[src/rtl/uart_pkg.sv]
package uart_pkg;

	localparam int DIV_W      = 16;
	localparam int OVERSAMPLE = 16;
	localparam int MID_SAMPLE = 7;
	localparam int FIFO_DEPTH = 4;
	localparam int FIFO_AW    = 2;

	// Word indices taken from adr_i[3:2].
	localparam logic [1:0] REG_CTRL   = 2'd0;
	localparam logic [1:0] REG_DIV    = 2'd1;
	localparam logic [1:0] REG_STATUS = 2'd2;
	localparam logic [1:0] REG_RXDATA = 2'd3;

	// Roughly 115200 baud from a 100 MHz clock.
	localparam logic [DIV_W-1:0] RESET_DIV = 16'd53;

	typedef struct packed {
		logic       rx_en;
		logic       parity_en;
		logic       parity_odd; // 1 selects odd parity.
		logic       two_stop;
		logic [1:0] data_bits;  // 0..3 encode 5..8 bits.
	} uart_cfg_t;

	typedef struct packed {
		logic [7:0] data;
		logic       parity_err;
		logic       stop_err;
	} rx_frame_t;

endpackage

[src/rtl/baud_gen.sv]
`timescale 1ns/10ps

module baud_gen (
	input  logic                       clk,
	input  logic                       reset_n,
	input  logic [uart_pkg::DIV_W-1:0] div_i,
	output logic                       tick_o
);

	import uart_pkg::*;

	logic [DIV_W-1:0] cnt_q;

	// Counts div_i down to zero, so one tick every div_i+1 clocks.
	always_ff @(posedge clk or negedge reset_n) begin
		if (!reset_n) begin
			cnt_q <= '0;
		end else if (cnt_q == '0) begin
			cnt_q <= div_i; // New divisor is picked up here.
		end else begin
			cnt_q <= cnt_q - 1'b1;
		end
	end

	assign tick_o = (cnt_q == '0);

endmodule

[src/rtl/rx_bit_timer.sv]
`timescale 1ns/10ps

module rx_bit_timer (
	input  logic       clk,
	input  logic       reset_n,
	input  logic       rx_i,
	input  logic       tick_i,
	input  logic       phase_clr_i,
	input  logic       bit_inc_i,
	output logic       start_edge_o,
	output logic       sample_stb_o,
	output logic       line_bit_o,
	output logic [3:0] bit_idx_o
);

	import uart_pkg::*;

	localparam logic [3:0] PHASE_LAST = 4'(OVERSAMPLE - 1);
	localparam logic [3:0] PHASE_MID  = 4'(MID_SAMPLE);

	logic       rx_meta_q;
	logic       rx_sync_q;
	logic       rx_prev_q;
	logic [3:0] phase_q;
	logic [3:0] bit_idx_q;

	// Line idles high, so the flops reset to 1.
	always_ff @(posedge clk or negedge reset_n) begin
		if (!reset_n) begin
			rx_meta_q <= 1'b1;
			rx_sync_q <= 1'b1;
			rx_prev_q <= 1'b1;
		end else begin
			rx_meta_q <= rx_i;
			rx_sync_q <= rx_meta_q;
			rx_prev_q <= rx_sync_q;
		end
	end

	assign start_edge_o = rx_prev_q & ~rx_sync_q; // Falling edge.
	assign line_bit_o   = rx_sync_q;

	always_ff @(posedge clk or negedge reset_n) begin
		if (!reset_n) begin
			phase_q <= '0;
		end else if (phase_clr_i) begin
			phase_q <= '0;
		end else if (tick_i) begin
			phase_q <= (phase_q == PHASE_LAST) ? 4'd0 : phase_q + 4'd1;
		end
	end

	assign sample_stb_o = tick_i && (phase_q == PHASE_MID);

	// Bit position within the frame.
	always_ff @(posedge clk or negedge reset_n) begin
		if (!reset_n) begin
			bit_idx_q <= '0;
		end else if (phase_clr_i) begin
			bit_idx_q <= '0;
		end else if (bit_inc_i) begin
			bit_idx_q <= bit_idx_q + 4'd1;
		end
	end

	assign bit_idx_o = bit_idx_q;

endmodule

[src/rtl/rx_controller.sv]
`timescale 1ns/10ps

module rx_controller (
	input  logic                 clk,
	input  logic                 reset_n,
	input  uart_pkg::uart_cfg_t  cfg_i,
	input  logic                 start_edge_i,
	input  logic                 sample_stb_i,
	input  logic                 line_bit_i,
	input  logic                 parity_i,
	input  logic                 fifo_full_i,
	input  logic [3:0]           bit_idx_i,
	input  logic [7:0]           data_i,
	output logic                 phase_clr_o,
	output logic                 bit_inc_o,
	output logic                 shift_en_o,
	output logic                 shift_clr_o,
	output logic                 push_o,
	output logic                 overrun_o,
	output uart_pkg::rx_frame_t  frame_o
);

	import uart_pkg::*;

	typedef enum logic [2:0] {IDLE, START, DATA, PARITY, STOP1, STOP2} state_t;

	state_t state_q;
	state_t state_d;
	logic   parity_err_q;
	logic   stop_err_q;
	logic   last_data;
	logic   frame_end;

	assign last_data = (bit_idx_i == ({2'b00, cfg_i.data_bits} + 4'd4));
	assign frame_end = sample_stb_i &&
		((state_q == STOP1 && !cfg_i.two_stop) || state_q == STOP2);

	always_comb begin
		state_d = state_q;
		case (state_q)
			IDLE:   if (cfg_i.rx_en && start_edge_i) state_d = START;
			START:  if (sample_stb_i) state_d = line_bit_i ? IDLE : DATA; // High means a glitch.
			DATA:   if (sample_stb_i && last_data) state_d = cfg_i.parity_en ? PARITY : STOP1;
			PARITY: if (sample_stb_i) state_d = STOP1;
			STOP1:  if (sample_stb_i) state_d = cfg_i.two_stop ? STOP2 : IDLE;
			STOP2:  if (sample_stb_i) state_d = IDLE;
			default: state_d = IDLE;
		endcase
		if (!cfg_i.rx_en) begin
			state_d = IDLE;
		end
	end

	always_ff @(posedge clk or negedge reset_n) begin
		if (!reset_n) begin
			state_q      <= IDLE;
			parity_err_q <= 1'b0;
			stop_err_q   <= 1'b0;
		end else begin
			state_q <= state_d;
			if (state_q == IDLE) begin
				parity_err_q <= 1'b0;
				stop_err_q   <= 1'b0;
			end
			if (state_q == PARITY && sample_stb_i) begin
				parity_err_q <= parity_i ^ line_bit_i ^ cfg_i.parity_odd;
			end
			if (state_q == STOP1 && sample_stb_i) begin
				stop_err_q <= !line_bit_i;
			end
		end
	end

	assign phase_clr_o = (state_q == IDLE) && cfg_i.rx_en && start_edge_i;
	assign shift_clr_o = (state_q == START) && sample_stb_i;
	assign shift_en_o  = (state_q == DATA) && sample_stb_i;
	assign bit_inc_o   = shift_en_o;

	// The last stop sample is folded in directly.
	assign frame_o.data       = data_i;
	assign frame_o.parity_err = parity_err_q;
	assign frame_o.stop_err   = stop_err_q | !line_bit_i;

	assign push_o    = frame_end && !fifo_full_i;
	assign overrun_o = frame_end && fifo_full_i; // Frame is dropped.

endmodule

[src/rtl/rx_fifo.sv]
`timescale 1ns/10ps

module rx_fifo (
	input  logic                clk,
	input  logic                reset_n,
	input  logic                push_i,
	input  logic                pop_i,
	input  uart_pkg::rx_frame_t din_i,
	output uart_pkg::rx_frame_t dout_o,
	output logic                empty_o,
	output logic                full_o
);

	import uart_pkg::*;

	localparam logic [FIFO_AW:0] COUNT_FULL = (FIFO_AW + 1)'(FIFO_DEPTH);

	rx_frame_t          mem_q [FIFO_DEPTH];
	logic [FIFO_AW-1:0] wr_ptr_q;
	logic [FIFO_AW-1:0] rd_ptr_q;
	logic [FIFO_AW:0]   count_q;
	logic               do_push;
	logic               do_pop;

	assign do_push = push_i && !full_o;
	assign do_pop  = pop_i && !empty_o;

	always_ff @(posedge clk) begin
		if (do_push) begin
			mem_q[wr_ptr_q] <= din_i;
		end
	end

	always_ff @(posedge clk or negedge reset_n) begin
		if (!reset_n) begin
			wr_ptr_q <= '0;
			rd_ptr_q <= '0;
			count_q  <= '0;
		end else begin
			if (do_push) begin
				wr_ptr_q <= wr_ptr_q + 1'b1;
			end
			if (do_pop) begin
				rd_ptr_q <= rd_ptr_q + 1'b1;
			end
			case ({do_push, do_pop})
				2'b10:   count_q <= count_q + 1'b1;
				2'b01:   count_q <= count_q - 1'b1;
				default: count_q <= count_q;
			endcase
		end
	end

	assign dout_o  = mem_q[rd_ptr_q]; // Head is visible without a pop.
	assign empty_o = (count_q == '0);
	assign full_o  = (count_q == COUNT_FULL);

endmodule

[src/rtl/rx_shift_register.sv]
`timescale 1ns/10ps

module rx_shift_register (
	input  logic       clk,
	input  logic       reset_n,
	input  logic       shift_en_i,
	input  logic       shift_clr_i,
	input  logic       bit_i,
	input  logic [1:0] data_bits_i,
	output logic [7:0] data_o,
	output logic       parity_o
);

	logic [7:0] sr_q;
	logic       parity_q;

	always_ff @(posedge clk or negedge reset_n) begin
		if (!reset_n) begin
			sr_q     <= '0;
			parity_q <= 1'b0;
		end else if (shift_clr_i) begin
			sr_q     <= '0;
			parity_q <= 1'b0;
		end else if (shift_en_i) begin
			sr_q     <= {bit_i, sr_q[7:1]}; // LSB arrives first.
			parity_q <= parity_q ^ bit_i;
		end
	end

	// Short frames sit in the top bits.
	assign data_o   = sr_q >> (2'd3 - data_bits_i);
	assign parity_o = parity_q;

endmodule

[src/rtl/uart_rx_top.sv]
`timescale 1ns/10ps

module uart_rx_top (
	input  logic        clk,
	input  logic        reset_n,
	input  logic        rx_i,
	input  logic        cyc_i,
	input  logic        stb_i,
	input  logic        we_i,
	input  logic [3:0]  adr_i,
	input  logic [31:0] dat_i,
	output logic [31:0] dat_o,
	output logic        ack_o
);

	import uart_pkg::*;

	uart_cfg_t        cfg;
	logic [DIV_W-1:0] div;
	logic             tick;
	logic             start_edge;
	logic             sample_stb;
	logic             line_bit;
	logic [3:0]       bit_idx;
	logic             phase_clr;
	logic             bit_inc;
	logic             shift_en;
	logic             shift_clr;
	logic [7:0]       rx_data;
	logic             rx_parity;
	logic             push;
	logic             pop;
	logic             overrun;
	rx_frame_t        frame;
	rx_frame_t        fifo_dout;
	logic             fifo_empty;
	logic             fifo_full;

	baud_gen i_baud_gen (
		.clk     (clk),
		.reset_n (reset_n),
		.div_i   (div),
		.tick_o  (tick)
	);

	rx_bit_timer i_rx_bit_timer (
		.clk          (clk),
		.reset_n      (reset_n),
		.rx_i         (rx_i),
		.tick_i       (tick),
		.phase_clr_i  (phase_clr),
		.bit_inc_i    (bit_inc),
		.start_edge_o (start_edge),
		.sample_stb_o (sample_stb),
		.line_bit_o   (line_bit),
		.bit_idx_o    (bit_idx)
	);

	rx_controller i_rx_controller (
		.clk          (clk),
		.reset_n      (reset_n),
		.cfg_i        (cfg),
		.start_edge_i (start_edge),
		.sample_stb_i (sample_stb),
		.line_bit_i   (line_bit),
		.parity_i     (rx_parity),
		.fifo_full_i  (fifo_full),
		.bit_idx_i    (bit_idx),
		.data_i       (rx_data),
		.phase_clr_o  (phase_clr),
		.bit_inc_o    (bit_inc),
		.shift_en_o   (shift_en),
		.shift_clr_o  (shift_clr),
		.push_o       (push),
		.overrun_o    (overrun),
		.frame_o      (frame)
	);

	rx_shift_register i_rx_shift_register (
		.clk         (clk),
		.reset_n     (reset_n),
		.shift_en_i  (shift_en),
		.shift_clr_i (shift_clr),
		.bit_i       (line_bit),
		.data_bits_i (cfg.data_bits),
		.data_o      (rx_data),
		.parity_o    (rx_parity)
	);

	rx_fifo i_rx_fifo (
		.clk     (clk),
		.reset_n (reset_n),
		.push_i  (push),
		.pop_i   (pop),
		.din_i   (frame),
		.dout_o  (fifo_dout),
		.empty_o (fifo_empty),
		.full_o  (fifo_full)
	);

	uart_wb_regs i_uart_wb_regs (
		.clk          (clk),
		.reset_n      (reset_n),
		.cyc_i        (cyc_i),
		.stb_i        (stb_i),
		.we_i         (we_i),
		.adr_i        (adr_i),
		.dat_i        (dat_i),
		.dat_o        (dat_o),
		.ack_o        (ack_o),
		.cfg_o        (cfg),
		.div_o        (div),
		.fifo_dout_i  (fifo_dout),
		.fifo_empty_i (fifo_empty),
		.fifo_full_i  (fifo_full),
		.overrun_i    (overrun),
		.pop_o        (pop)
	);

endmodule

[src/rtl/uart_wb_regs.sv]
`timescale 1ns/10ps

module uart_wb_regs (
	input  logic                       clk,
	input  logic                       reset_n,
	input  logic                       cyc_i,
	input  logic                       stb_i,
	input  logic                       we_i,
	input  logic [3:0]                 adr_i,
	input  logic [31:0]                dat_i,
	output logic [31:0]                dat_o,
	output logic                       ack_o,
	output uart_pkg::uart_cfg_t        cfg_o,
	output logic [uart_pkg::DIV_W-1:0] div_o,
	input  uart_pkg::rx_frame_t        fifo_dout_i,
	input  logic                       fifo_empty_i,
	input  logic                       fifo_full_i,
	input  logic                       overrun_i,
	output logic                       pop_o
);

	import uart_pkg::*;

	localparam int CFG_W = $bits(uart_cfg_t);

	uart_cfg_t        cfg_q;
	logic [DIV_W-1:0] div_q;
	logic             overrun_q;
	logic             req;
	logic [1:0]       word;
	logic [31:0]      rd_data;

	// No new request while ack is high, so ack lasts one clock.
	assign req  = cyc_i && stb_i && !ack_o;
	assign word = adr_i[3:2];

	always_comb begin
		case (word)
			REG_CTRL:   rd_data = {{(32 - CFG_W){1'b0}}, cfg_q};
			REG_DIV:    rd_data = {{(32 - DIV_W){1'b0}}, div_q};
			REG_STATUS: rd_data = {29'd0, overrun_q, fifo_full_i, !fifo_empty_i};
			default: begin
				if (fifo_empty_i) begin
					rd_data = '0;
				end else begin
					rd_data = {21'd0, 1'b1, fifo_dout_i.stop_err,
						fifo_dout_i.parity_err, fifo_dout_i.data};
				end
			end
		endcase
	end

	always_ff @(posedge clk or negedge reset_n) begin
		if (!reset_n) begin
			ack_o <= 1'b0;
			dat_o <= '0;
			cfg_q <= '0; // Receiver starts disabled.
			div_q <= RESET_DIV;
		end else begin
			ack_o <= req;
			if (req && !we_i) begin
				dat_o <= rd_data;
			end
			if (req && we_i) begin
				case (word)
					REG_CTRL: cfg_q <= uart_cfg_t'(dat_i[CFG_W-1:0]);
					REG_DIV:  div_q <= dat_i[DIV_W-1:0];
					default:  ;
				endcase
			end
		end
	end

	// Sticky overrun. A new overrun beats the clearing read.
	always_ff @(posedge clk or negedge reset_n) begin
		if (!reset_n) begin
			overrun_q <= 1'b0;
		end else if (overrun_i) begin
			overrun_q <= 1'b1;
		end else if (req && !we_i && word == REG_STATUS) begin
			overrun_q <= 1'b0;
		end
	end

	assign pop_o = req && !we_i && (word == REG_RXDATA) && !fifo_empty_i;
	assign cfg_o = cfg_q;
	assign div_o = div_q;

endmodule

[config.mk]
export PLATFORM = sky130hd
export DESIGN_NAME = uart_rx_top
export DESIGN_NICKNAME = d
export VERILOG_FILES = /design/src/rtl/uart_pkg.sv /design/src/rtl/baud_gen.sv /design/src/rtl/rx_bit_timer.sv /design/src/rtl/rx_controller.sv /design/src/rtl/rx_fifo.sv /design/src/rtl/rx_shift_register.sv /design/src/rtl/uart_rx_top.sv /design/src/rtl/uart_wb_regs.sv
export SDC_FILE = /design/constraint.sdc
export NUM_CORES = 1
export LEC_CHECK = 0
export BUFFER_PORTS_ARGS = -buffer_cell sky130_fd_sc_hd__buf_2
export CAP_MARGIN = 20
export CORE_ASPECT_RATIO = 1.4
export CORE_MARGIN = 1
export CORE_UTILIZATION = 58
export CTS_CLUSTER_DIAMETER = 100
export DETAILED_ROUTE_END_ITERATION = 8
export PLACE_DENSITY = 0.8
export SKIP_CTS_REPAIR_TIMING = 1
export SYNTH_ARGS = -nofsm -noshare
export SYNTH_HDL_FRONTEND = slang
export SYNTH_SLANG_ARGS = --single-unit
[constraint.sdc]
create_clock -name clk -period 4.3 [get_ports clk]
set_input_delay 0.215 -clock clk [delete_from_list [all_inputs] [get_ports clk]]
set_output_delay 0.215 -clock clk [all_outputs]
set_load 0.005 [all_outputs]
### Word-level counts from Yosys, hierarchy flattened

Memories as Yosys holds them, arrays and structs flattened.
Index checks and enable logic that the tools add are counted.

| operators by class | value |
|---|---|
| add/sub/neg operators | 9 |
| $mul | 0 |
| divide/modulo/power cells | 0 |
| $lt $le $gt $ge | 0 |
| eq/ne operators | 20 |
| shifts and indexed selects | 1 |
| muxes and demuxes | 31 |
| bitwise operators | 5 |
| reductions and logical operators | 43 |

Operators by type and width:

| operator | count |
|---|---|
| $pmux W32 S3 | 1 |
| $mux W3 | 9 |
| $logic_and A1 B1 Y1 | 22 |
| $mux W4 | 5 |
| $ne A3 B3 Y1 const B | 6 |
| $pmux W3 S6 | 1 |
| $logic_not A16 Y1 | 1 |
| $mux W16 | 1 |
| $mux W8 | 2 |
| $sub A16 B1 Y16 const B | 1 |
| $reduce_bool A2 Y1 | 7 |
| $mux W11 | 1 |
| $eq A3 B3 Y1 const B | 3 |
| $mux W1 | 9 |
| $add A4 B1 Y4 const B | 2 |
| $shr A8 B2 Y8 | 1 |
| $eq A2 B2 Y1 const B | 3 |
| $eq A3 B2 Y1 const B | 2 |
| $logic_not A1 Y1 | 6 |
| $logic_not A3 Y1 | 2 |
| $pmux W3 S2 | 1 |
| $reduce_and A6 Y1 | 1 |
| $add A2 B1 Y2 const B | 2 |
| $add A2 B3 Y4 const B | 1 |
| other kinds (16) | 19 |

| word-level totals | value |
|---|---|
| bits in registers | 104 |
| latch bits | 0 |
| memory bits (writable) | 40 |
| bits in read-only memories | 0 |
| input port bits | 42 |
| output and inout port bits | 33 |
| logic and storage cells | 133 |
| memories kept | 1 |

Memories:

| memory | depth | bits a word | rd ports | clocked after Yosys merged registers in | write ports | RTL line | RTL |
|---|---|---|---|---|---|---|---|
| i_rx_fifo.mem_q | 4 | 10 | 1 | 0 | 1 | rx_fifo.sv:18 | `rx_frame_t mem_q [FIFO_DEPTH];` |

### Longest topological paths before layout

Gate-level depths: netlist (run 1).

| logic depth | value |
|---|---|
| depth in word-level cells | 8 |
| depth in mapped cells | 15 |
| depth with buffers taken out | 13 |

### Cells and area by module

From an unflattened synthesis (run 1), not the netlist that was laid out.

| unflattened totals | value |
|---|---|
| cells, all modules | 498 |
| area, all modules | 6317.3 µm² |

Modules (own cells, without submodules):

| module | instances | cells an instance | area each (µm²) | sequential area each (µm²) |
|---|---|---|---|---|
| uart_wb_regs | 1 | 155 | 1970.6 | 1006.0 |
| rx_fifo | 1 | 90 | 1869.3 | 1376.3 |
| baud_gen | 1 | 101 | 910.9 | 400.4 |
| rx_controller | 1 | 65 | 573.0 | 125.1 |
| rx_shift_register | 1 | 48 | 536.8 | 225.2 |
| rx_bit_timer | 1 | 39 | 456.7 | 279.0 |

### Least setup slack after synthesis (run 1)

OpenSTA, ideal clock, no wires.

| timing path | value |
|---|---|
| path type | reg2reg |
| start point | register i_baud_gen.cnt_q[6] |
| end point | register i_rx_fifo.count_q[2] |
| setup time | 125 ps |
| arrival | 2861 ps |
| required time | 4175 ps |
| path slack | 1313 ps |
| cell stages (with the launch flop) | 14 |
| buffers on the path | 2 |
| clock period less this slack | 2987 ps |
| cells stage by stage | dfrtp_1 -> or4_1 -> or3_1 -> clkbuf_1 -> nor4_1 -> and3_1 -> clkbuf_1 -> inv_1 -> ha_1 -> inv_1 -> fa_1 -> xor2_1 -> nor2_1 -> xor2_1 |

| between the ends | value |
|---|---|
| cells in the longest elaborated chain, start to end | 7 |
| elaborated cells on any way between the ends | 9 |
| those cells by class | eq/ne (2); mux (1); reduce/logical (6) |

Ends and longest elaborated chain:

| what | RTL line | RTL |
|---|---|---|
| from (decl) | baud_gen.sv:12 | `logic [DIV_W-1:0] cnt_q;` |
| from (signal assigned) | baud_gen.sv:19 | `cnt_q <= div_i;` |
| from (signal assigned) | baud_gen.sv:21 | `cnt_q <= cnt_q - 1'b1;` |
| $logic_not A16 Y1 (*) | baud_gen.sv:25 | `assign tick_o = (cnt_q == '0);` |
| $logic_and A1 B1 Y1 (*) | rx_bit_timer.sv:53 | `assign sample_stb_o = tick_i && (phase_q == PHASE_MID);` |
| $logic_and A1 B1 Y1 (*) | rx_controller.sv:35 | `assign frame_end = sample_stb_i &&` |
| $logic_and A1 B1 Y1 (*) | rx_controller.sv:84 | `assign push_o = frame_end && !fifo_full_i;` |
| $logic_and A1 B1 Y1 (*) | rx_fifo.sv:25 | `assign do_push = push_i && !full_o;` |
| $eq A2 B1 Y1 or $eq A2 B2 Y1 (tied branches) | rx_fifo.sv:46 | `case ({do_push, do_pop})` |
| $pmux W3 S2 or $reduce_bool A2 Y1 (tied branches) | - |  |
| to (signal assigned) | rx_fifo.sv:47 | `2'b10: count_q <= count_q + 1'b1;` |
| to (signal assigned) | rx_fifo.sv:48 | `2'b01: count_q <= count_q - 1'b1;` |
| to (signal assigned) | rx_fifo.sv:49 | `default: count_q <= count_q;` |
| to (decl) | rx_fifo.sv:21 | `logic [FIFO_AW:0] count_q;` |

Mark *: on every way between the ends. The rest lies on a longest branch, timed or not.
A chain may end at the register's enable or synchronous reset.

### Final worst setup path (run 1)

Ends and elaborated chain as after synthesis.

==> impl_metrics.csv, run 1 <==
group,metric,value,unit
status,status,"completed",
synthesis,synth.area.top_cells,"dfrtp_1, edfxtp_1, mux2_2",
synthesis,yosys_register_bits,128,
routing,first_pass_iters,5,
clock_network,clock_path_buffers,2,
die,die_height,122.9,µm
sta,setup_viol,0,
die,ios,75,
synthesis,yosysSeqAreaShare,56.34,%
placement,hpwlAfterDp,8673,µm
sta,max_slew.worst_pin.slew,0.9040,ns
grt,grt-ovfl-total,0,
worst_setup_path,startpoint,"i_baud_gen.cnt_q[6]$_DFF_PN0_",
routing,wl_per_cell,18.62,µm
placement,place_congestion,0.7956,
sta,slew-limit-headroom,39.51,%
die,core,0.01001,mm²
grt,grt_pass1_wl,20580,µm
die,die-area,0.01086,mm²
layout,layout-drive-gt1-share,22.76,%
clock_network,ctsHtreeMaxLevel,4,
grt,grt_max_degree,89,
die,start_util,60.52,%
power,power_density,549.6,mW/mm²
routing,postRouteAntennaNets,0,
routing,vias,4061,
run,max_cap_violations,0,
routing,wl,12900,µm
worst_setup_path,path_class,"reg -> reg",
synthesis,synthFlopType,"dfrtp_1",
sta,period_share,82.19,%
sta,min_period,3.534,ns
sta,fin_setup_tns,0,ns
synthesis,syn_area,0.006056,mm²
power,power,3.785,mW
routing,routed_via_density,5.860,
synthesis,ys_async_sr_fraction,68.75,%
worst_setup_path,ff2ff_setup_slack,0.77,ns
synthesis,avgSynthCellArea,11.87,µm²
die,die_x,88.36,µm
synthesis,synth_top_area_share,33.47,%
grt,grt_use_total,26.20,%
die,row_count,43,
grt,antenna_found_initial,0,
synthesis,yosysUniqueCellTypes,57,
sta,hold_viol,0,
hold_path,hold_path.startpoint,"dat_i[10]",
clock_network,cts_tree,"done",
grt,grt_pass1_vias,4165,
routing,drt_iter0_markers,230,
placement,port_buffers,40,
sta,fin_worst_skew,0.006050,ns
clock_network,clk_pin_slew,0.06,ns
layout,area_growth,13.72,%
clock_network,cts_root_buf,"clkbuf_16",
sta,drv_slew,0,
worst_setup_path,critical_path_required,4.60,ns
worst_setup_path,arrival,3.84,ns
clock_network,cts_buffers,17,
layout,fin_nets,596,
sta,rsz0062_at_grt,"no",
clock_network,insertion_delay,0.42,ns
routing,drc,0,
worst_setup_path,r2r-start,"i_baud_gen.cnt_q[6]$_DFF_PN0_",
layout,diodes,0,
sta,max_freq,0.2830,GHz
worst_setup_path,crit_path_start_kind,"flop",
synthesis,syn_inst,510,
clock_network,numClockSinks,128,
synthesis,synth.largest_area_cell,"dfrtp_1",
power,p_leak,2.888,nW
hold_path,hp-class,"in -> reg",
worst_setup_path,cp_max_fo,9,
power,ir_drop,0.0002821,V
synthesis,synth_warnings,0,
worst_setup_path,critPathCaptureType,"flop",
synthesis,synth_edf_count,40,
## cell usage after synthesis (2+ instances only)
cell type	number
clkbuf_1	22
nand3_1	9
nor2_1	46
o21ai_0	25
ha_1	8
buf_4	16
a31oi_1	3
a221oi_1	4
buf_1	2
a22o_1	16
or2_2	3
xnor2_1	17
o21bai_1	2
mux2i_1	15
nand4_1	4
o41ai_1	4
nor3_1	9
mux2_2	27
dfrtp_1	81
a22oi_1	2
inv_1	15
and2_1	4
edfxtp_1	40
mux4_2	11
nor4_1	4
buf_6	2
a21oi_1	14
or4_4	2
and3_1	3
nor2b_1	8
nand2b_1	11
xor2_1	4
or3_1	5
dfstp_2	7
nand2_1	42
o22ai_1	2
## power by group
| group | internal (mW) | switching (mW) |
|---|---|---|
| Combinational | 0.349 | 0.304 |
| Sequential | 1.45 | 0.274 |
| Clock | 0.859 | 0.548 |
## cells by family (layout without fill, tap and decap cells)
kind of cell | count (synthesis) | after routing | synth area share (%)
adder cells (fa/ha/maj) | 9 | 9 | 1.984
buffers and inverters | 58 | 91 | 4.855
multiplexers | 53 | 53 | 11.59
AND/OR/NAND/NOR | 158 | 158 | 13.02
flip-flops | 128 | 128 | 56.34
AO/OA/AOI/OAI | 82 | 82 | 9.112
XOR/XNOR | 21 | 21 | 3.037
other | 1 | 16 | 0.06192
## sequential cells by signal (all words and copies together), names as in the netlist, 2 cells and up
register and flops:
i_baud_gen.cnt_q 16, i_rx_fifo.count_q 3, i_rx_bit_timer.bit_idx_o 4, i_rx_shift_register.sr_q 8, i_rx_bit_timer.phase_q 4, i_rx_fifo.mem_q 40
i_uart_wb_regs.dat_o 16, i_rx_fifo.wr_ptr_q 2, i_rx_controller.state_q 3, i_rx_fifo.rd_ptr_q 2, i_uart_wb_regs.cfg_o 6, i_uart_wb_regs.div_o 16
## through the flow
| step | std cells | util [%] | area, µm² | hold WS [ns] | setup slack, ns |
|---|---|---|---|---|---|
| after floorplan | 525 | - | 6112 | -0.08059 | 1.313 |
| after global placement | 658 | 62.49 | 6254 | 0.3260 | 0.9559 |
| after detailed placement | 658 | 62.49 | 6254 | 0.3301 | 0.8761 |
| after CTS | 690 | 68.34 | 6839 | -0.1107 | 0.8223 |
| after global routing | 693 | 68.82 | 6887 | 0.02145 | 0.6226 |
| final | 693 | 68.82 | 6887 | 0.03175 | 0.7660 |
## final timing paths
kind | to | cells after the start
max in group asynchronous | i_uart_wb_regs.div_o[0]$_DFFE_PN1P_ | 3
hold / removal | i_uart_wb_regs.div_o[10]$_DFFE_PN0P_ | 2
min in group asynchronous | i_rx_bit_timer.phase_q[2]$_DFFE_PN0P_ | 2
setup reg to reg | i_rx_fifo.count_q[2]$_DFFE_PN0P_ | 11
hold reg to reg | i_rx_bit_timer.line_bit_o$_DFF_PN1_ | 0
setup / recovery | i_rx_fifo.count_q[2]$_DFFE_PN0P_ | 11
## layout make-up
class                           count  area (µm²)
Clock buffer                       18       429.2
Clock inverter                     14       156.4
Fill cell                         695        3120
Inverter                           15       56.30
Multi-Input combinational cell    339        2406
Sequential cell                   128        3412
Tap cell                          135       168.9
Timing Repair Buffer               44       257.7
## critical path, stage by stage, from the launching register on
cell	delay (ns)
dfrtp_1	0.45
or4_1	0.59
or3_1	0.45
nor4_1	0.55
and3_1	0.45
inv_1	0.08
ha_1	0.21
inv_1	0.07
fa_1	0.17
xor2_1	0.16
nor2_1	0.07
xor2_1	0.14
## layer usage
metal	vias to the layer above	share of wire (%)	routed length (µm)	global-route usage (%)
met5	-	0	0	0
met4	0	3.6	460	14.21
met3	33	4.2	536	6.676
met2	119	54	7001	45.38
met1	2036	38	4905	29.15
li1	1873	-	-	-
## layout by cell type (no fill, tap or decap), types with 5 or more instances in the layout
cell	n
conb_1	16
a22o_1	16
nand3_1	9
edfxtp_1	40
buf_2	39
mux2i_1	15
mux4_2	11
nor2_1	46
nand2_1	42
ha_1	8
clkbuf_16	17
a21oi_1	14
mux2_2	27
inv_1	15
dfrtp_1	81
dfstp_2	7
nand2b_1	11
nor3_1	9
or3_1	5
nor2b_1	8
o21ai_0	25
xnor2_1	17
No activity file was read; power rests on OpenSTA's default activity.
==> run 2: changes to the inputs <==
--- a/config.mk
+++ b/config.mk
@@ -9,10 +9,10 @@
 export CAP_MARGIN = 20
 export CORE_ASPECT_RATIO = 1.4
 export CORE_MARGIN = 1
-export CORE_UTILIZATION = 58
+export CORE_UTILIZATION = 52
 export CTS_CLUSTER_DIAMETER = 100
 export DETAILED_ROUTE_END_ITERATION = 8
-export PLACE_DENSITY = 0.8
+export PLACE_DENSITY = 0.76
 export SKIP_CTS_REPAIR_TIMING = 1
 export SYNTH_ARGS = -nofsm -noshare
 export SYNTH_HDL_FRONTEND = slang
==> constraint.sdc (replaced) <==
create_clock -name clk -period 3.2 [get_ports clk]
set_input_delay 0.16 -clock clk [delete_from_list [all_inputs] [get_ports clk]]
set_output_delay 0.16 -clock clk [all_outputs]
set_load 0.005 [all_outputs]
==> run 2 against run 1 <==
  * The run now ends with negative hold slack left
  * Critical path depth stayed put
  * Final area is 2.8% higher
  * Via count is 1.7% higher
  * Count of clock-buffer cells in the layout stayed put
  * Largest power group unchanged
==> impl_metrics.csv, run 2 (same netlist as run 1, synthesis figures left out) <==
group,metric,value,unit
die,core,0.01134,mm²
routing,vias,4129,
power,p_leak,2.971,nW
die,start_util,53.41,%
clock_network,ctsHtreeMaxLevel,4,
die,ios,75,
routing,wl_met3,555,µm
routing,wl,12950,µm
hold_path,hold_path.startpoint,"dat_i[2]",
power,ir_drop,0.0003497,V
clock_network,cts_root_buf,"clkbuf_16",
sta,whs,-0.004762,ns
worst_setup_path,cp_max_fo,5,
placement,dp_cells,677,
layout,final-instance-count-excl-fill,723,
worst_setup_path,critical_path_required,3.49,ns
worst_setup_path,critPathCaptureType,"flop",
sta,drv_slew,0,
worst_setup_path,r2r_end,"i_rx_fifo.count_q[2]$_DFFE_PN0P_",
sta,rsz0062_at_grt,"no",
routing,drt-met1-wl,4893,µm
worst_setup_path,crit_path_start_kind,"flop",
sta,slew-limit-headroom,42.22,%
sta,hold_viol,3,
grt,grt_pass1_vias,4159,
placement,port_buffers,40,
grt,grt_use_total,22.99,%
worst_setup_path,ff2ff_setup_slack,0.22,ns
clock_network,numClockSinks,128,
sta,fin_setup_tns,0,ns
sta,setup_viol,0,
sta,period_share,93.02,%
sta,setup_ws,0.2233,ns
layout,area_growth,16.86,%
sta,fin_worst_skew,0.007424,ns
placement,place_ws,0.1356,ns
routing,first_pass_iters,8,
sta,max_freq,0.3359,GHz
layout,final_common_cell,"dfrtp_1",
die,die_x,93.21,µm
clock_network,insertion_delay,0.42,ns
routing,drt_iter0_markers,252,
routing,postRouteAntennaNets,0,
clock_network,cts_tree,"done",
grt,grt-ovfl-total,0,
worst_setup_path,arrival,3.27,ns
power,power,5.022,mW
status,violations,"negative hold slack",
clock_network,cts_buffers,17,
die,die_height,129.7,µm
routing,routed_via_density,5.711,
grt,grt_pass1_wl,20720,µm
worst_setup_path,r2r-start,"i_baud_gen.cnt_q[6]$_DFF_PN0_",
run,max_cap_violations,0,
placement,hpwlAfterDp,8704,µm
routing,drc,0,
placement,place_congestion,0.8335,
layout,design_area,0.007077,mm²
layout,largest_reg_flops,40,
sta,min_period,2.977,ns
routing,top_layer_used,"met4",
worst_setup_path,startpoint,"i_baud_gen.cnt_q[6]$_DFF_PN0_",
worst_setup_path,path_class,"reg -> reg",
clock_network,clock_path_buffers,2,
die,die-area,0.01209,mm²
sta,max_slew.worst_pin.slew,0.8666,ns
power,power_density,709.7,mW/mm²
routing,wl_per_cell,17.91,µm
layout,top_register,"i_rx_fifo.mem_q",
status,status,"finished, violations left",
layout,post-route-util,62.41,%
placement,placed_area,0.006340,mm²
worst_setup_path,reg2reg_depth,11,
clock_network,clk_pin_slew,0.05,ns
layout,layout-drive-gt1-share,23.49,%
die,row_count,46,
grt,antenna_found_initial,0,
hold_path,whs_endpoint,"i_uart_wb_regs.cfg_o[2]$_DFFE_PN0P_",
layout,fin_nets,617,
grt,grt_max_degree,89,
hold_path,whs_path_depth,2,
hold_path,hp-class,"in -> reg",
layout,diodes,0,
layout,layout_common_cells,"dfrtp_1, nor2_1, nand2_1, edfxtp_1, buf_2",
routing,route.met2.wl,7224,µm
==> run 2: cell types whose count changed in the layout (fill, tap and decap cells not counted), sizes merged <==
cell and delta:
clkinvlp +2, buf +10, dlygate4sd3 +11, clkinv +2
inv -4
==> run 2: worst max-delay path: stages, from the launching register on <==
cell	delay (ns)
dfrtp_1	0.41
or4_1	0.57
or3_1	0.36
nor4_2	0.40
and3_1	0.26
inv_1	0.05
ha_1	0.19
inv_1	0.08
fa_1	0.17
xor2_1	0.15
nor2_1	0.07
xor2_1	0.14
==> run 2: final cells by class <==
cell class / count / area [µm²]
multi-input combinational: 339 / 2412
fill: 832 / 4262
timing repair buffer: 65 / 442.9
inverter: 15 / 56.30
clock inverter: 14 / 143.9
sequential: 128 / 3412
clock buffer: 18 / 429.2
tap: 144 / 180.2
==> run 2: metal layers <==
layer | vias up | GRT usage, %
li1 | 1909 | -
met1 | 2062 | 25.39
met2 | 135 | 41.52
met3 | 23 | 6.103
met4 | 0 | 9.683
met5 | - | 0
==> run 2: worst max-delay path by stage <==
stage                                        to  slack [ns]  cells past startpoint
2_1_floorplan  i_rx_fifo.count_q[2]$_DFFE_PN0P_        0.21                     13
3_3_place_gp   i_rx_fifo.count_q[2]$_DFFE_PN0P_        0.23                     11
3_5_place_dp   i_rx_fifo.count_q[2]$_DFFE_PN0P_        0.14                     11
4_1_cts        i_rx_fifo.count_q[2]$_DFFE_PN0P_        0.11                     11
5_1_grt        i_rx_fifo.count_q[1]$_DFFE_PN0P_        0.08                      9
6_report       i_rx_fifo.count_q[2]$_DFFE_PN0P_        0.22                     11
==> run 2: power breakdown <==
part           total (mW)  switching (mW)  internal (mW)
registers            2.30           0.351           1.95
clock network        1.84           0.700           1.14
logic               0.883           0.404          0.479
==> run 3: changes to the inputs <==
--- a/config.mk
+++ b/config.mk
@@ -9,10 +9,9 @@
 export CAP_MARGIN = 20
 export CORE_ASPECT_RATIO = 1.4
 export CORE_MARGIN = 1
-export CORE_UTILIZATION = 52
+export CORE_UTILIZATION = 40
 export CTS_CLUSTER_DIAMETER = 100
 export DETAILED_ROUTE_END_ITERATION = 8
-export PLACE_DENSITY = 0.76
 export SKIP_CTS_REPAIR_TIMING = 1
 export SYNTH_ARGS = -nofsm -noshare
 export SYNTH_HDL_FRONTEND = slang
==> run 3 against run 2 <==
  * The run now ends clean
  * Combinational power grew 2%
  * Count of clock-buffer cells in the layout grew 1
  * Critical endpoint unchanged
  * Register-to-register slack is essentially flat
  * Utilization shrank 13 points
  * Power grew 2.3%
  * Die area grew 29%
  * Critical path type unchanged
  * Highest routed layer unchanged
  * Sequential share of layout area shrank 0.80 points
  * Final cell count grew 7.1%
  * Clock power grew 7%
  * Largest cell class unchanged
==> impl_metrics.csv, run 3 (same netlist as run 1, synthesis figures left out) <==
group,metric,value,unit
grt,grt_max_degree,75,
power,power,5.137,mW
status,status,"completed",
routing,first_pass_iters,5,
power,p_int,3.679,mW
power,power_frac_comb,17.5,%
die,core,0.01464,mm²
routing,drc,0,
power,clock_power_share,38.1,%
power,ir_drop,0.0004113,V
worst_setup_path,slowest_delay,0.57,ns
sta,hold_viol,0,
clock_network,cts_root_buf,"clkbuf_16",
sta,fin_worst_skew,0.005844,ns
layout,area_growth,18.82,%
grt,use_met1,20.10,%
layout,final_common_cell,"dfrtp_1",
layout,final-instance-count-excl-fill,774,
grt,antenna_found_initial,0,
power,p_leak,3.024,nW
placement,hpwlAfterDp,9108,µm
sta,period_share,93.03,%
grt,busiest_layer,"met2",
worst_setup_path,crit_path_start_kind,"flop",
grt,met2_usage,31.27,%
die,die_x,106.0,µm
layout,largest_reg_flops,40,
sta,max_slew.worst_pin.slew,0.9665,ns
die,start_util,41.37,%
clock_network,insertion_delay,0.42,ns
routing,wl,13100,µm
grt,grt_pass1_wl,21130,µm
power,power.switching,1.458,mW
power,switching_share,28.39,%
placement,placed_area,0.006434,mm²
layout,top_register,"i_rx_fifo.mem_q",
die,die-area,0.01564,mm²
layout,fin_nets,623,
die,ios,75,
clock_network,clock_path_buffers,2,
worst_setup_path,path_class,"reg -> reg",
layout,layout_common_cells,"dfrtp_1, nor2_1, nand2_1, edfxtp_1, buf_2",
die,die_height,147.6,µm
layout,layout-drive-gt1-share,24.10,%
sta,max_freq,0.3359,GHz
sta,rsz0062_at_grt,"no",
grt,grt-ovfl-total,0,
routing,drt_iter0_markers,292,
clock_network,numClockSinks,128,
grt,grt_pass1_vias,4103,
grt,grt_use_total,17.96,%
clock_network,ctsHtreeMaxLevel,4,
worst_setup_path,arrival,3.28,ns
worst_setup_path,critPathCaptureType,"flop",
die,row_count,52,
sta,setup_viol,0,
clock_network,clk_pin_slew,0.05,ns
sta,drv_slew,0,
placement,place_congestion,0.7949,
worst_setup_path,cpMaxStageDelayCell,"or4_1",
routing,postRouteAntennaNets,0,
sta,slew-limit-headroom,35.56,%
sta,min_period,2.977,ns
hold_path,hp-class,"in -> reg",
run,max_cap_violations,0,
power,power_density,713.9,mW/mm²
clock_network,cts_buffers,17,
routing,vias,4038,
placement,port_buffers,40,
layout,design_area,0.007196,mm²
layout,diodes,0,
worst_setup_path,worstPathCellList,"or4_1 -> or3_1 -> nor4_2 -> buf_4 -> and3_1 -> inv_1 -> ha_1 -> inv_1 -> fa_1 -> xor2_1 -> nor2_1 -> xor2_1",
worst_setup_path,cp_max_fo,5,
placement,dp_cells,727,
routing,routed_via_density,5.217,
grt,use_met3,4.453,%
sta,fin_setup_tns,0,ns
power,power_frac_seq,44.4,%
routing,wl_per_cell,16.92,µm
worst_setup_path,critical_path_required,3.50,ns
clock_network,cts_tree,"done",
[run 3: power by group through the flow]
stage                     Sequential, mW  Clock, mW  Combinational (mW)
after floorplan                     2.15          0               0.748
after global placement              2.30          0               0.867
after detailed placement            2.32          0               0.883
after CTS                           2.29       2.00               0.891
after global routing                2.33       2.08                1.00
final                               2.28       1.96               0.898
[run 3: critical path, delay by kind of cell (launching register included)]
family | cells | cell delay, ns
buffers and inverters | 3 | 0.29
flip-flops | 1 | 0.42
adder cells (fa/ha/maj) | 2 | 0.36
XOR/XNOR | 2 | 0.30
AND/OR/NAND/NOR | 5 | 1.49
[run 3: layout make-up]
type | instances | area (µm²)
multi-input cells | 339 | 2412
inverters | 15 | 56.30
repair buffers | 71 | 473.0
fillers | 1277 | 7443
clock buffers | 19 | 442.9
clock inverters | 13 | 162.7
flip-flops and latches | 128 | 3412
well taps | 189 | 236.5
[run 3: worst paths after layout]
kind                                                    start                                    end  slack (ns)  depth (start not counted)
max                             i_baud_gen.cnt_q[6]$_DFF_PN0_       i_rx_fifo.count_q[2]$_DFFE_PN0P_        0.22                         12
min                                                  dat_i[0]    i_uart_wb_regs.div_o[0]$_DFFE_PN1P_      0.0007                          3
max reg2reg                     i_baud_gen.cnt_q[6]$_DFF_PN0_       i_rx_fifo.count_q[2]$_DFFE_PN0P_        0.22                         12
min reg2reg                i_rx_bit_timer.rx_meta_q$_DFF_PN1_    i_rx_bit_timer.line_bit_o$_DFF_PN1_        0.36                          0
max in group asynchronous                             reset_n     i_rx_bit_timer.rx_prev_q$_DFF_PN1_        1.97                          3
min in group asynchronous                             reset_n  i_rx_bit_timer.phase_q[0]$_DFFE_PN0P_        0.41                          2
[run 3: through the flow]
stage | hold WS (ns) | utilization [%] | setup slack (ns)
finish | 0.0006917 | 49.15 | 0.2231
global route | 0.01054 | 49.15 | 0.006827
CTS | -0.1729 | 48.09 | 0.1427
detailed placement | 0.2725 | 43.95 | 0.1763
global placement | 0.2750 | 43.95 | 0.2159
floorplan | -0.1356 | - | 0.2134
[run 3: per-layer routing]
metal	up-vias	wire [µm]
li1	1924	-
met1	1972	5238
met2	115	6878
met3	27	532
met4	0	451
met5	-	0
